===== src/hdl/proxy_pkg.sv =====
`default_nettype none

package proxy_pkg;

    typedef logic [1:0] port_t;

    // Descriptor as it arrives from a switch port
    typedef struct packed {
        port_t       src_port;
        logic [15:0] key;
        logic [13:0] len;
    } desc_t;

    // Action word, top bit selects the view
    typedef struct packed {
        logic       tag;
        logic [4:0] pad;
        port_t      egress;
    } fwd_act_t;

    typedef struct packed {
        logic       tag;
        logic [2:0] pad;
        logic [3:0] reason;
    } punt_act_t;

    typedef union packed {
        fwd_act_t  fwd;
        punt_act_t punt;
    } action_u;

    localparam logic [3:0] punt_miss = 4'd1;

    typedef struct packed {
        logic        valid;
        logic [15:0] key;
        action_u     act;
    } tbl_entry_t;

    typedef struct packed {
        desc_t   desc;
        action_u act;
    } result_t;

    // ========================================================================
    // Management port
    // ========================================================================
    typedef struct packed {
        logic [7:0]  awaddr;
        logic        awvalid;
        logic [31:0] wdata;
        logic        wvalid;
        logic        bready;
        logic [7:0]  araddr;
        logic        arvalid;
        logic        rready;
    } axil_req_t;

    typedef struct packed {
        logic        awready;
        logic        wready;
        logic        bvalid;
        logic        arready;
        logic        rvalid;
        logic [31:0] rdata;
    } axil_rsp_t;

    // One word per table entry starting at tbl_base
    localparam logic [7:0] tbl_base     = 8'h00;
    localparam logic [7:0] reg_fwd_cnt  = 8'h40;
    localparam logic [7:0] reg_punt_cnt = 8'h44;

endpackage

`default_nettype wire

===== src/hdl/proxy_core.sv =====
`timescale 1ns/1ps
`default_nettype none

module proxy_core #(
    parameter int num_lanes = 4,
    parameter int tbl_depth = 8
) (
    input  logic                 axil_if,
    input  logic                 arst_n,
    input  proxy_pkg::desc_t     in_desc,
    input  logic                 in_valid,
    output logic                 in_ready,
    output proxy_pkg::result_t   out_res,
    output logic                 out_valid,
    input  logic                 out_ready,
    input  proxy_pkg::axil_req_t axil_req,
    output proxy_pkg::axil_rsp_t axil_rsp
);
    import proxy_pkg::*;

    tbl_entry_t [tbl_depth-1:0] tbl;
    desc_t      [num_lanes-1:0] lane_desc;
    logic       [num_lanes-1:0] lane_in_valid;
    logic       [num_lanes-1:0] lane_in_ready;
    result_t    [num_lanes-1:0] lane_res;
    logic       [num_lanes-1:0] lane_out_valid;
    logic       [num_lanes-1:0] lane_out_ready;
    logic                       out_fire;

    assign out_fire = out_valid & out_ready;

    mgmt_regs #(
        .tbl_depth (tbl_depth)
    ) i_mgmt_regs (
        .axil_if    (axil_if),
        .arst_n     (arst_n),
        .axil_req   (axil_req),
        .axil_rsp   (axil_rsp),
        .tbl        (tbl),
        .out_fire   (out_fire),
        .out_action (out_res.act)
    );

    desc_dispatch #(
        .num_lanes (num_lanes)
    ) i_desc_dispatch (
        .axil_if       (axil_if),
        .arst_n        (arst_n),
        .in_desc       (in_desc),
        .in_valid      (in_valid),
        .in_ready      (in_ready),
        .lane_desc     (lane_desc),
        .lane_in_valid (lane_in_valid),
        .lane_in_ready (lane_in_ready)
    );

    // ========================================================================
    // Match lanes
    // ========================================================================
    for (genvar g = 0; g < num_lanes; g++) begin : g_lane
        match_lane #(
            .tbl_depth (tbl_depth)
        ) i_match_lane (
            .axil_if   (axil_if),
            .arst_n    (arst_n),
            .tbl       (tbl),
            .desc      (lane_desc[g]),
            .in_valid  (lane_in_valid[g]),
            .in_ready  (lane_in_ready[g]),
            .res       (lane_res[g]),
            .out_valid (lane_out_valid[g]),
            .out_ready (lane_out_ready[g])
        );
    end

    result_merge #(
        .num_lanes (num_lanes)
    ) i_result_merge (
        .axil_if        (axil_if),
        .arst_n         (arst_n),
        .lane_res       (lane_res),
        .lane_out_valid (lane_out_valid),
        .lane_out_ready (lane_out_ready),
        .out_res        (out_res),
        .out_valid      (out_valid),
        .out_ready      (out_ready)
    );

endmodule

`default_nettype wire


===== src/hdl/result_merge.sv =====
`timescale 1ns/1ps
`default_nettype none

module result_merge #(
    parameter int num_lanes = 4
) (
    input  logic                               axil_if,
    input  logic                               arst_n,
    input  proxy_pkg::result_t [num_lanes-1:0] lane_res,
    input  logic [num_lanes-1:0]               lane_out_valid,
    output logic [num_lanes-1:0]               lane_out_ready,
    output proxy_pkg::result_t                 out_res,
    output logic                               out_valid,
    input  logic                               out_ready
);
    localparam int ptr_w = (num_lanes > 1) ? $clog2(num_lanes) : 1;

    logic [ptr_w-1:0] ptr;
    logic             take;
    logic             sel_valid;

    // Output register free or draining this cycle
    assign take      = ~out_valid | out_ready;
    assign sel_valid = lane_out_valid[ptr];

    always_comb begin
        for (int i = 0; i < num_lanes; i++) begin
            lane_out_ready[i] = take && (ptr == ptr_w'(i));
        end
    end

    always_ff @(posedge axil_if) begin
        if (take && sel_valid) begin
            out_res <= lane_res[ptr];
        end
    end

    // Pointer follows the dispatcher order
    always_ff @(posedge axil_if or negedge arst_n) begin
        if (!arst_n) begin
            out_valid <= 1'b0;
            ptr       <= '0;
        end else if (take) begin
            out_valid <= sel_valid;
            if (sel_valid) begin
                ptr <= (ptr == ptr_w'(num_lanes - 1)) ? '0 : ptr + 1'b1;
            end
        end
    end

endmodule

`default_nettype wire


===== src/hdl/match_lane.sv =====
`timescale 1ns/1ps
`default_nettype none

module match_lane #(
    parameter int tbl_depth = 8
) (
    input  logic                                  axil_if,
    input  logic                                  arst_n,
    input  proxy_pkg::tbl_entry_t [tbl_depth-1:0] tbl,
    input  proxy_pkg::desc_t                      desc,
    input  logic                                  in_valid,
    output logic                                  in_ready,
    output proxy_pkg::result_t                    res,
    output logic                                  out_valid,
    input  logic                                  out_ready
);
    import proxy_pkg::*;

    logic                 shift;
    logic                 s1_en;
    logic                 s1_valid;
    desc_t                s1_desc;
    logic [tbl_depth-1:0] s1_hit;
    logic [tbl_depth-1:0] hit;
    action_u              sel_act;

    // Both stages move when the output slot frees up
    assign shift    = ~out_valid | out_ready;
    assign s1_en    = ~s1_valid | shift;
    assign in_ready = s1_en;

    // ========================================================================
    // Stage one, key compare
    // ========================================================================
    always_comb begin
        for (int i = 0; i < tbl_depth; i++) begin
            hit[i] = tbl[i].valid && (tbl[i].key == desc.key);
        end
    end

    always_ff @(posedge axil_if) begin
        if (s1_en) begin
            s1_desc <= desc;
            s1_hit  <= hit;
        end
    end

    // ========================================================================
    // Stage two, priority select
    // ========================================================================
    always_comb begin
        sel_act.punt.tag    = 1'b0;
        sel_act.punt.pad    = '0;
        sel_act.punt.reason = punt_miss;
        // Walk downwards so the lowest index wins
        for (int i = tbl_depth - 1; i >= 0; i--) begin
            if (s1_hit[i]) begin
                sel_act = tbl[i].act;
            end
        end
    end

    always_ff @(posedge axil_if) begin
        if (shift) begin
            res.desc <= s1_desc;
            res.act  <= sel_act;
        end
    end

    always_ff @(posedge axil_if or negedge arst_n) begin
        if (!arst_n) begin
            s1_valid  <= 1'b0;
            out_valid <= 1'b0;
        end else begin
            if (s1_en) begin
                s1_valid <= in_valid;
            end
            if (shift) begin
                out_valid <= s1_valid;
            end
        end
    end

endmodule

`default_nettype wire


===== src/hdl/desc_dispatch.sv =====
`timescale 1ns/1ps
`default_nettype none

module desc_dispatch #(
    parameter int num_lanes = 4
) (
    input  logic                             axil_if,
    input  logic                             arst_n,
    input  proxy_pkg::desc_t                 in_desc,
    input  logic                             in_valid,
    output logic                             in_ready,
    output proxy_pkg::desc_t [num_lanes-1:0] lane_desc,
    output logic [num_lanes-1:0]             lane_in_valid,
    input  logic [num_lanes-1:0]             lane_in_ready
);
    localparam int ptr_w = (num_lanes > 1) ? $clog2(num_lanes) : 1;

    logic [ptr_w-1:0] ptr;
    logic             in_fire;

    // Only the selected lane sees a valid descriptor
    always_comb begin
        for (int i = 0; i < num_lanes; i++) begin
            lane_desc[i]     = in_desc;
            lane_in_valid[i] = in_valid && (ptr == ptr_w'(i));
        end
    end

    assign in_ready = lane_in_ready[ptr];
    assign in_fire  = in_valid & in_ready;

    always_ff @(posedge axil_if or negedge arst_n) begin
        if (!arst_n) begin
            ptr <= '0;
        end else if (in_fire) begin
            if (ptr == ptr_w'(num_lanes - 1)) begin
                ptr <= '0;
            end else begin
                ptr <= ptr + 1'b1;
            end
        end
    end

endmodule

`default_nettype wire


===== src/hdl/mgmt_regs.sv =====
`timescale 1ns/1ps
`default_nettype none

module mgmt_regs #(
    parameter int tbl_depth = 8
) (
    input  logic                                  axil_if,
    input  logic                                  arst_n,
    input  proxy_pkg::axil_req_t                  axil_req,
    output proxy_pkg::axil_rsp_t                  axil_rsp,
    output proxy_pkg::tbl_entry_t [tbl_depth-1:0] tbl,
    input  logic                                  out_fire,
    input  proxy_pkg::action_u                    out_action
);
    import proxy_pkg::*;

    logic                 wr_fire;
    logic                 rd_fire;
    logic                 bvalid;
    logic                 rvalid;
    logic [31:0]          rdata;
    logic [31:0]          rd_word;
    logic [tbl_depth-1:0] wr_sel;
    logic [tbl_depth-1:0] ent_valid;
    logic [15:0]          ent_key [tbl_depth];
    action_u              ent_act [tbl_depth];
    logic [31:0]          fwd_cnt;
    logic [31:0]          punt_cnt;

    // ========================================================================
    // Handshake, one transaction outstanding per direction
    // ========================================================================
    assign wr_fire = axil_req.awvalid & axil_req.wvalid & ~bvalid;
    assign rd_fire = axil_req.arvalid & ~rvalid;

    always_ff @(posedge axil_if or negedge arst_n) begin
        if (!arst_n) begin
            bvalid <= 1'b0;
            rvalid <= 1'b0;
        end else begin
            if (wr_fire) begin
                bvalid <= 1'b1;
            end else if (axil_req.bready) begin
                bvalid <= 1'b0;
            end
            if (rd_fire) begin
                rvalid <= 1'b1;
            end else if (axil_req.rready) begin
                rvalid <= 1'b0;
            end
        end
    end

    always_ff @(posedge axil_if) begin
        if (rd_fire) begin
            rdata <= rd_word;
        end
    end

    // ========================================================================
    // Lookup table
    // ========================================================================
    always_comb begin
        for (int i = 0; i < tbl_depth; i++) begin
            wr_sel[i] = (axil_req.awaddr == tbl_base + 8'(4 * i));
        end
    end

    always_ff @(posedge axil_if or negedge arst_n) begin
        if (!arst_n) begin
            ent_valid <= '0;
        end else if (wr_fire) begin
            for (int i = 0; i < tbl_depth; i++) begin
                if (wr_sel[i]) begin
                    ent_valid[i] <= axil_req.wdata[31];
                end
            end
        end
    end

    always_ff @(posedge axil_if) begin
        for (int i = 0; i < tbl_depth; i++) begin
            if (wr_fire && wr_sel[i]) begin
                ent_key[i] <= axil_req.wdata[15:0];
                ent_act[i] <= axil_req.wdata[23:16];
            end
        end
    end

    always_comb begin
        for (int i = 0; i < tbl_depth; i++) begin
            tbl[i].valid = ent_valid[i];
            tbl[i].key   = ent_key[i];
            tbl[i].act   = ent_act[i];
        end
    end

    // Unmapped addresses read as zero
    always_comb begin
        rd_word = '0;
        for (int i = 0; i < tbl_depth; i++) begin
            if (axil_req.araddr == tbl_base + 8'(4 * i)) begin
                rd_word = {ent_valid[i], 7'd0, ent_act[i], ent_key[i]};
            end
        end
        if (axil_req.araddr == reg_fwd_cnt) begin
            rd_word = fwd_cnt;
        end
        if (axil_req.araddr == reg_punt_cnt) begin
            rd_word = punt_cnt;
        end
    end

    // Statistics, split by the action tag
    always_ff @(posedge axil_if or negedge arst_n) begin
        if (!arst_n) begin
            fwd_cnt  <= '0;
            punt_cnt <= '0;
        end else if (out_fire) begin
            if (out_action.fwd.tag) begin
                fwd_cnt <= fwd_cnt + 32'd1;
            end else begin
                punt_cnt <= punt_cnt + 32'd1;
            end
        end
    end

    assign axil_rsp.awready = wr_fire;
    assign axil_rsp.wready  = wr_fire;
    assign axil_rsp.bvalid  = bvalid;
    assign axil_rsp.arready = rd_fire;
    assign axil_rsp.rvalid  = rvalid;
    assign axil_rsp.rdata   = rdata;

endmodule

`default_nettype wire


===== config.mk =====
export PLATFORM = sky130hd
export DESIGN_NAME = proxy_core
export DESIGN_NICKNAME = d
export VERILOG_FILES = /design/src/hdl/proxy_pkg.sv /design/src/hdl/proxy_core.sv /design/src/hdl/result_merge.sv /design/src/hdl/match_lane.sv /design/src/hdl/desc_dispatch.sv /design/src/hdl/mgmt_regs.sv
export SDC_FILE = /design/constraint.sdc
export NUM_CORES = 1
export LEC_CHECK = 0
export BUFFER_PORTS_ARGS = -buffer_cell sky130_fd_sc_hd__clkbuf_2
export CELL_PAD_IN_SITES_DETAIL_PLACEMENT = 1
export CELL_PAD_IN_SITES_GLOBAL_PLACEMENT = 1
export CORE_UTILIZATION = 40
export CTS_CLUSTER_DIAMETER = 60
export CTS_CLUSTER_SIZE = 30
export DETAILED_ROUTE_END_ITERATION = 10
export PLACE_DENSITY_LB_ADDON = 0.1
export SKIP_CTS_REPAIR_TIMING = 1
export SYNTH_ARGS = -nofsm -noshare
export SYNTH_HDL_FRONTEND = slang
export SYNTH_SLANG_ARGS = --single-unit

===== constraint.sdc =====
create_clock -name axil_if -period 5.4 [get_ports axil_if]
set_input_delay 0 -clock axil_if [delete_from_list [all_inputs] [get_ports axil_if]]
set_output_delay 0 -clock axil_if [all_outputs]
set_load 0.05 [all_outputs]

======== Yosys cells after proc, flatten, opt, wreduce, memory -nomap -nowiden ========
Memories as Yosys holds them, arrays and structs flattened.
Index checks and enable logic that the tools add are counted.
word-level totals
  register bits after elaboration ......... 479
  RAM bits ................................ 192
  input port bits ......................... 89
  memories kept ........................... 2
memory list
  name                 words  bits a word  read ports  clocked after Yosys merged registers in  wr ports  line             text
  i_mgmt_regs.ent_key  8      16           8           0                                        1         mgmt_regs.sv:25  logic [15:0] ent_key [tbl_depth];
  i_mgmt_regs.ent_act  8      8            8           0                                        1         mgmt_regs.sv:26  action_u ent_act [tbl_depth];
cells by class
  $add $sub $neg .......................... 4
  $lt $le $gt $ge ......................... 2
  equality and inequality tests ........... 30
  multiplexer cells ....................... 112
  bitwise logic cells ..................... 26
  reductions and logical operators ........ 56
operator list
  kind                                                 number
  2-to-1 mux 32 bit                                    10
  2-to-1 mux 8 bit                                     39
  == test 16 bit                                       8
  2-to-1 mux 16 bit                                    7
  OR reduction 16 bit                                  7
  binary-select mux 40 bit (select 2 bit)              1
  adder 32 x 1 -> 32 bit (second input constant)       2
  == test 8 x 5 -> 1 bit (second input constant)       8
  OR reduction 8 bit                                   7
  2-to-1 mux 3 bit                                     14
  2-to-1 mux 40 bit                                    1
  2-to-1 mux 1 bit                                     36
  == test 8 x 4 -> 1 bit (second input constant)       4
  logical AND 1 bit                                    25
  AND reduction 2 bit                                  11
  == test 8 x 3 -> 1 bit (second input constant)       2
  == test 8 x 7 -> 1 bit (second input constant)       2
  logical NOT 8 bit                                    2
  inverter 1 bit                                       12
  OR 1 bit                                             9
  == test 2 bit (second input constant)                4
  < comparator 2 x 3 -> 1 bit (second input constant)  2
  bitwise AND 1 bit                                    5
  adder 2 x 1 -> 2 bit (second input constant)         2
  5 further kinds                                      10

======== Logic depth before layout (Yosys ltp) ========
  word-level depth ........................ 13
  gate-level depth with buffers ........... 8
  mapped depth without buffers ............ 6

======== By module ========
A second synthesis with hierarchy kept.
second synthesis, totals
  cell total of the unflattened synthesis .. 2,595
  area, all modules ....................... 34,719.5 µm²
modules (own cells, without submodules)
  module         times used  cells an instance  area an instance (µm²)  sequential area each (µm²)
  match_lane     4           374                4,655.7                 2,452.4
  mgmt_regs      1           831                12,482.0                8,578.2
  result_merge   1           114                2,413.6                 1,276.2
  desc_dispatch  1           153                1,194.9                 50.0
  proxy_core     1           1                  6.3                     0.0

======== Worst setup path after synthesis ========
No wires, ideal clock.
  kind .................................... register -> register
  start point ............................. register i_mgmt_regs.bvalid
  end point ............................... register i_mgmt_regs.ent_valid[0]
  library setup time ...................... 0.125 ns
  arrival ................................. 3.837 ns
  slack ................................... 1.438 ns
  stages on the path, launching flop included .. 5
  buffers on the path ..................... 0
  cell sequence ........................... dfrtp_1 nor4_1 nand2b_1 nor4_1 mux2_2
between the ends
  cells in the longest elaborated chain, start to end .. 3
ends and longest elaborated chain
  item                                  line             text
  start, declared                       mgmt_regs.sv:19  logic bvalid;
  start signal, assigned                mgmt_regs.sv:38  bvalid <= 1'b0;
  start signal, assigned                mgmt_regs.sv:42  bvalid <= 1'b1;
  start signal, assigned                mgmt_regs.sv:44  bvalid <= 1'b0;
  inverter 1 bit                        mgmt_regs.sv:33  assign wr_fire = axil_req.awvalid & axil_req.wvalid & ~bvalid;
  bitwise AND 1 bit                     mgmt_regs.sv:33
  AND reduction 2 bit (no source line)  n/a
  end signal, assigned by index         mgmt_regs.sv:75  ent_valid[i] <= axil_req.wdata[31];
  end, declared                         mgmt_regs.sv:24  logic [tbl_depth-1:0] ent_valid;
No other way between the ends.
A chain may end at the register's enable or synchronous reset.

======== Worst setup path after layout ========
  start point ............................. register i_result_merge.ptr[0]
  end point ............................... output in_ready
between the ends
  cells in the longest elaborated chain, start to end .. 6
  elaborated cells between the ends (all ways) .. 18
ends and longest elaborated chain
  item                                    line                 text
  start, declared                         result_merge.sv:18   logic [ptr_w-1:0] ptr;
  start signal, assigned                  result_merge.sv:46   ptr <= (ptr == ptr_w'(num_lanes - 1)) ? '0 : ptr + 1'b1;
  == test 2 x 1 -> 1 bit                  result_merge.sv:28   lane_out_ready[i] = take && (ptr == ptr_w'(i));
  logical AND 1 bit                       result_merge.sv:28
  OR 1 bit                                match_lane.sv:28     assign shift = ~out_valid | out_ready;
  OR 1 bit                                match_lane.sv:29     assign s1_en = ~s1_valid | shift;
  net g_lane[1].i_match_lane.in_ready     match_lane.sv:12     output logic in_ready,
  binary-select mux 1 bit (select 2 bit)  desc_dispatch.sv:29  assign in_ready = lane_in_ready[ptr];
  2-to-1 mux 1 bit (implied by the code)  desc_dispatch.sv:29
  end, declared                           proxy_core.sv:12     output logic in_ready,
The timed path passes the listed nets, and every way through them passes these cells. The select of a mux whose other input is x is not followed.

==> impl_summary.md <==
Die
The starting utilization of the core area is 0.404. During I/O placement, the number of pins put on the boundary was 168. The number of cell rows is 97. After floorplanning, the core was sized to cover 69900 um^2. The full die area is 71600 um^2. Measured along the x axis, the die boundary spans 268 um.

From bottom edge to top edge, the die measures 268 um.

Timing
The routed design could run at a clock period as short as 3.10 ns. The final-report hold violation count is 2. The worst hold margin is -0.00260 ns. Setup repair after global routing left no endpoint under its margin. The fraction of the cycle the final worst path needs is 0.575. The setup TNS is 0 ns.

The setup violation total in the final timing report is 0. The number of pins with negative max-slew slack in the final report is 0. The worst path meets setup with 2.30 ns of slack. Headroom to the max-slew limit came out at 0.252. Clock skew on the completed layout was measured at 0.0324 ns. The slew at the pin closest to its max-slew limit is 1.12 ns.

The upper clock frequency limit is 322 MHz.

Power and ir drop
VDD sags by at most 312 uV. The analysis attributes to net switching a power of 0.00566 W. The fraction of power consumed by the clock network is 0.261. The share of total power dissipated in sequential elements is 0.500.

The power per cell area is 507 nW/um^2. Of the total power, the share spent switching nets is 0.342. Cell internal power was estimated by the tool at 0.0109 W. The share of total power dissipated in combinational logic is 0.239.

In this run the static leakage power is 11.3 nW.

Worst setup path
The largest fanout on the critical path is 23. Data on the critical path arrives at its endpoint at 3.10 ns. The startpoint identified for the worst register-to-register timing path is i_result_merge.ptr[0]. The worst setup path is launched from a flip-flop. Tracing the worst setup path back leads to its startpoint at i_result_merge.ptr[0].

The worst setup path is of the flip-flop to primary output kind. The category of the worst setup path capture point is a primary output. STA puts the critical path data required time at 5.40 ns.

Job
Across the run, the number of max-cap violations was 0.

Synth
In this run, distinct cell masters in the synthesized netlist total 54. Synthesis produced a netlist with a net count of 1960. The most used flip-flop cell after synthesis is sky130_fd_sc_hd__edfxtp_1. Counting flops with a built-in enable in the synthesized netlist gives 584. The synthesized area per cell is 15.2 um^2. The synthesized netlist cell count is 1861. The proportion of synthesized chip area in sequential cells is 0.698. The number of storage elements in the synthesis netlist is 671.

The post-synth design cell area is 28200 um^2. For this run, asynchronously set or reset flops after synthesis account for 0.130. Yosys printed 0 warnings.

CTS
TritonCTS created 50 clock buffers. The clock net sink count is 671. In this run the number of H-tree levels came out at 2.

Clock tree synthesis selected as its root buffer the cell sky130_fd_sc_hd__clkbuf_16. The maximum buffer depth of the clock tree is 3. After clock tree synthesis, the clock-pin slew on the worst setup and hold paths is 0.10 ns.

TritonCTS built the clock tree. Clock latency on the worst-skew pair, taken at its later pin, is 0.64 ns.

Routing
The number of DRC markers in iteration 0 is 1215. Dividing the detail-routed wire length by the instance count gives 26.7 um. The detailed router placed 17100 vias in this run. The number of iterations in the first detailed-routing pass is 7. The count of nets left with antenna violations once routing finished came out at 0. The aggregate routed wire length is 80.9 mm.

For this run, design rule violations remaining after detail routing come to 0. After detailed routing, the number of vias per cell comes to 5.63.

Final layout
The number of filler cells placed in the layout is 6919. The proportion of layout cells with a drive suffix above 1 is 0.184. Compared with the post-synthesis result, the final layout area differs by 15.4%.

For this run, the post-layout net count is 2148. The final cell utilization of the core is 0.466. The post-route cell area is 32600 um^2.

Place
The cell area after placement is 30000 um^2. The count of buffers from port buffering is 160. At the end of routability-driven placement, the weighted congestion stood at 0.865. Detailed placement finished with a half-perimeter wire length of 56.2 mm. The minimum setup slack after placement is 2.27 ns.

Global routing
Entering global routing, the biggest net connects 60 pins. For this run, the total global-route usage over all layers was measured as 0.226. The wire length of the first global-routing pass is 118 mm. The overall overflow remaining after global route is 0. The via count of the first global-routing pass was 17500. The number of antenna violations at the first check in global routing is 2.

Status
The final reports fail on negative hold slack. The flow ran to the end, but the final reports show violations.

Hold path
In this run the worst hold path is classified as input port to asynchronous set/reset pin.
[Yosys cell counts (6+ instances only)]
cell	number	area, um^2
sky130_fd_sc_hd__a221oi_1	71	622
sky130_fd_sc_hd__and3_1	10	62.6
sky130_fd_sc_hd__nand2b_1	9	56.3
sky130_fd_sc_hd__buf_4	6	45.0
sky130_fd_sc_hd__nor2b_1	63	394
sky130_fd_sc_hd__nand3_1	28	140
sky130_fd_sc_hd__xnor2_1	138	1210
sky130_fd_sc_hd__mux4_2	42	946
sky130_fd_sc_hd__nor4_1	23	144
sky130_fd_sc_hd__buf_1	7	26.3
sky130_fd_sc_hd__ha_1	10	125
sky130_fd_sc_hd__a21oi_1	106	531
sky130_fd_sc_hd__o22ai_1	51	319
sky130_fd_sc_hd__nor2_1	45	169
sky130_fd_sc_hd__edfxtp_1	584	17500
sky130_fd_sc_hd__nand4_1	37	231
sky130_fd_sc_hd__o31ai_1	52	390
sky130_fd_sc_hd__nor3_1	12	60.1
sky130_fd_sc_hd__a22oi_1	7	52.6
sky130_fd_sc_hd__xor2_1	52	455
sky130_fd_sc_hd__dfrtp_1	87	2180
sky130_fd_sc_hd__a222oi_1	9	90.1
sky130_fd_sc_hd__o21ai_0	38	190
sky130_fd_sc_hd__mux2_2	31	349
sky130_fd_sc_hd__a22o_1	7	61.3
sky130_fd_sc_hd__inv_1	25	93.8
sky130_fd_sc_hd__nand2_1	111	417
sky130_fd_sc_hd__buf_2	19	95.1
sky130_fd_sc_hd__a21o_1	10	75.1
sky130_fd_sc_hd__a221o_1	19	190
sky130_fd_sc_hd__clkbuf_1	78	293
sky130_fd_sc_hd__mux2i_1	27	270
[stage by stage]
stage / cells / power [W]
after floorplan: 1861 / 0.0108
after global placement: 2874 / 0.0122
after detailed placement: 2874 / 0.0124
after CTS: 2968 / 0.0167
after global routing: 3032 / 0.0172
final: 3032 / 0.0165
[sequential cells by signal, summed over array words and instances, names as in the netlist]
signal                         flops
i_mgmt_regs.punt_cnt              32
i_mgmt_regs.rdata                 32
i_mgmt_regs.fwd_cnt               32
i_result_merge.ptr                 2
i_mgmt_regs.rvalid                 1
i_mgmt_regs.ent_act               64
i_mgmt_regs.ent_key              128
i_result_merge.out_res            40
g_lane.i_match_lane.s1_valid       4
i_result_merge.out_valid           1
i_mgmt_regs.bvalid                 1
i_mgmt_regs.ent_valid              8
i_desc_dispatch.ptr                2
g_lane.i_match_lane.s1_desc      128
g_lane.i_match_lane.out_valid      4
g_lane.i_match_lane.s1_hit        32
g_lane.i_match_lane.res          160
[layout by cell type (no fill, tap or decap), types with 19 or more instances in the layout]
cell                            instances
sky130_fd_sc_hd__a21oi_1              106
sky130_fd_sc_hd__a221o_1               19
sky130_fd_sc_hd__a221oi_1              71
sky130_fd_sc_hd__buf_4                 26
sky130_fd_sc_hd__clkbuf_16             50
sky130_fd_sc_hd__clkbuf_2             159
sky130_fd_sc_hd__dfrtp_1               85
sky130_fd_sc_hd__dlygate4sd3_1         63
sky130_fd_sc_hd__edfxtp_1             584
sky130_fd_sc_hd__inv_1                 24
sky130_fd_sc_hd__mux2_2                31
sky130_fd_sc_hd__mux2i_1               27
sky130_fd_sc_hd__mux4_2                42
sky130_fd_sc_hd__nand2_1              107
sky130_fd_sc_hd__nand3_1               28
sky130_fd_sc_hd__nand4_1               37
sky130_fd_sc_hd__nor2_1                39
sky130_fd_sc_hd__nor2b_1               62
sky130_fd_sc_hd__nor4_1                21
sky130_fd_sc_hd__o21ai_0               38
sky130_fd_sc_hd__o22ai_1               51
sky130_fd_sc_hd__o31ai_1               52
sky130_fd_sc_hd__xnor2_1              138
sky130_fd_sc_hd__xor2_1                52
[power groups by stage]
stage / clock, W / sequential, W / combinational (W)
4_1_cts: 0.00445 / 0.00828 / 0.00398
2_1_floorplan: 0 / 0.00843 / 0.00238
6_report: 0.00432 / 0.00826 / 0.00395
3_5_place_dp: 0 / 0.00839 / 0.00398
3_3_place_gp: 0 / 0.00830 / 0.00391
5_1_grt: 0.00461 / 0.00840 / 0.00424
[final timing paths]
kind	to	slack, ns	depth (start not counted)
max in group asynchronous	i_mgmt_regs.bvalid	4.39	3
max	in_ready	2.30	5
min reg2reg	g_lane[2].i_match_lane.res[9]	0.40	0
min in group axil_if	g_lane[1].i_match_lane.s1_desc[27]	0.01	1
min	i_mgmt_regs.rvalid	-0.003	2
max reg2reg	g_lane[1].i_match_lane.res[33]	2.38	5
[cell families (layout without fill, tap and decap cells)]
family	count (synthesis)	count (layout)	share of synthesized area
compound gates	387	387	0.0938
xor+xnor	190	190	0.0589
fa+ha+maj	10	10	0.00443
buf+inv	137	367	0.0204
flops	671	671	0.698
mux	100	100	0.0554
other cells	0	1	0
simple gates	366	366	0.0686
[area by class of cell]
type / instances / area (um^2) / share of cell area
Antenna cell: 1 / 2.50 / 0.0000768
Multi-Input combinational cell: 1053 / 8010 / 0.246
Timing Repair Buffer: 248 / 1620 / 0.0498
Clock buffer: 54 / 1300 / 0.0398
Sequential cell: 671 / 19700 / 0.605
Inverter: 25 / 93.8 / 0.00288
Clock inverter: 40 / 674 / 0.0207
Tap cell: 940 / 1180 / 0.0361
[worst max-delay path, cell delays in order (launching register included)]
cell and delay, ns:
sky130_fd_sc_hd__dfrtp_2 0.89, sky130_fd_sc_hd__buf_4 0.59, sky130_fd_sc_hd__ha_1 0.27, sky130_fd_sc_hd__a21o_2 0.13, sky130_fd_sc_hd__mux4_2 0.26, sky130_fd_sc_hd__clkbuf_2 0.31
[layer usage]
metal  track usage  vias to the layer above  share of wire
li1              -                     7627              -
met4        0.0568                        2          0.019
met5             0                        -        0.00014
met2         0.382                      465           0.49
met1         0.309                     8896           0.44
met3        0.0286                       92          0.049
(Power assumes the default switching activity.)
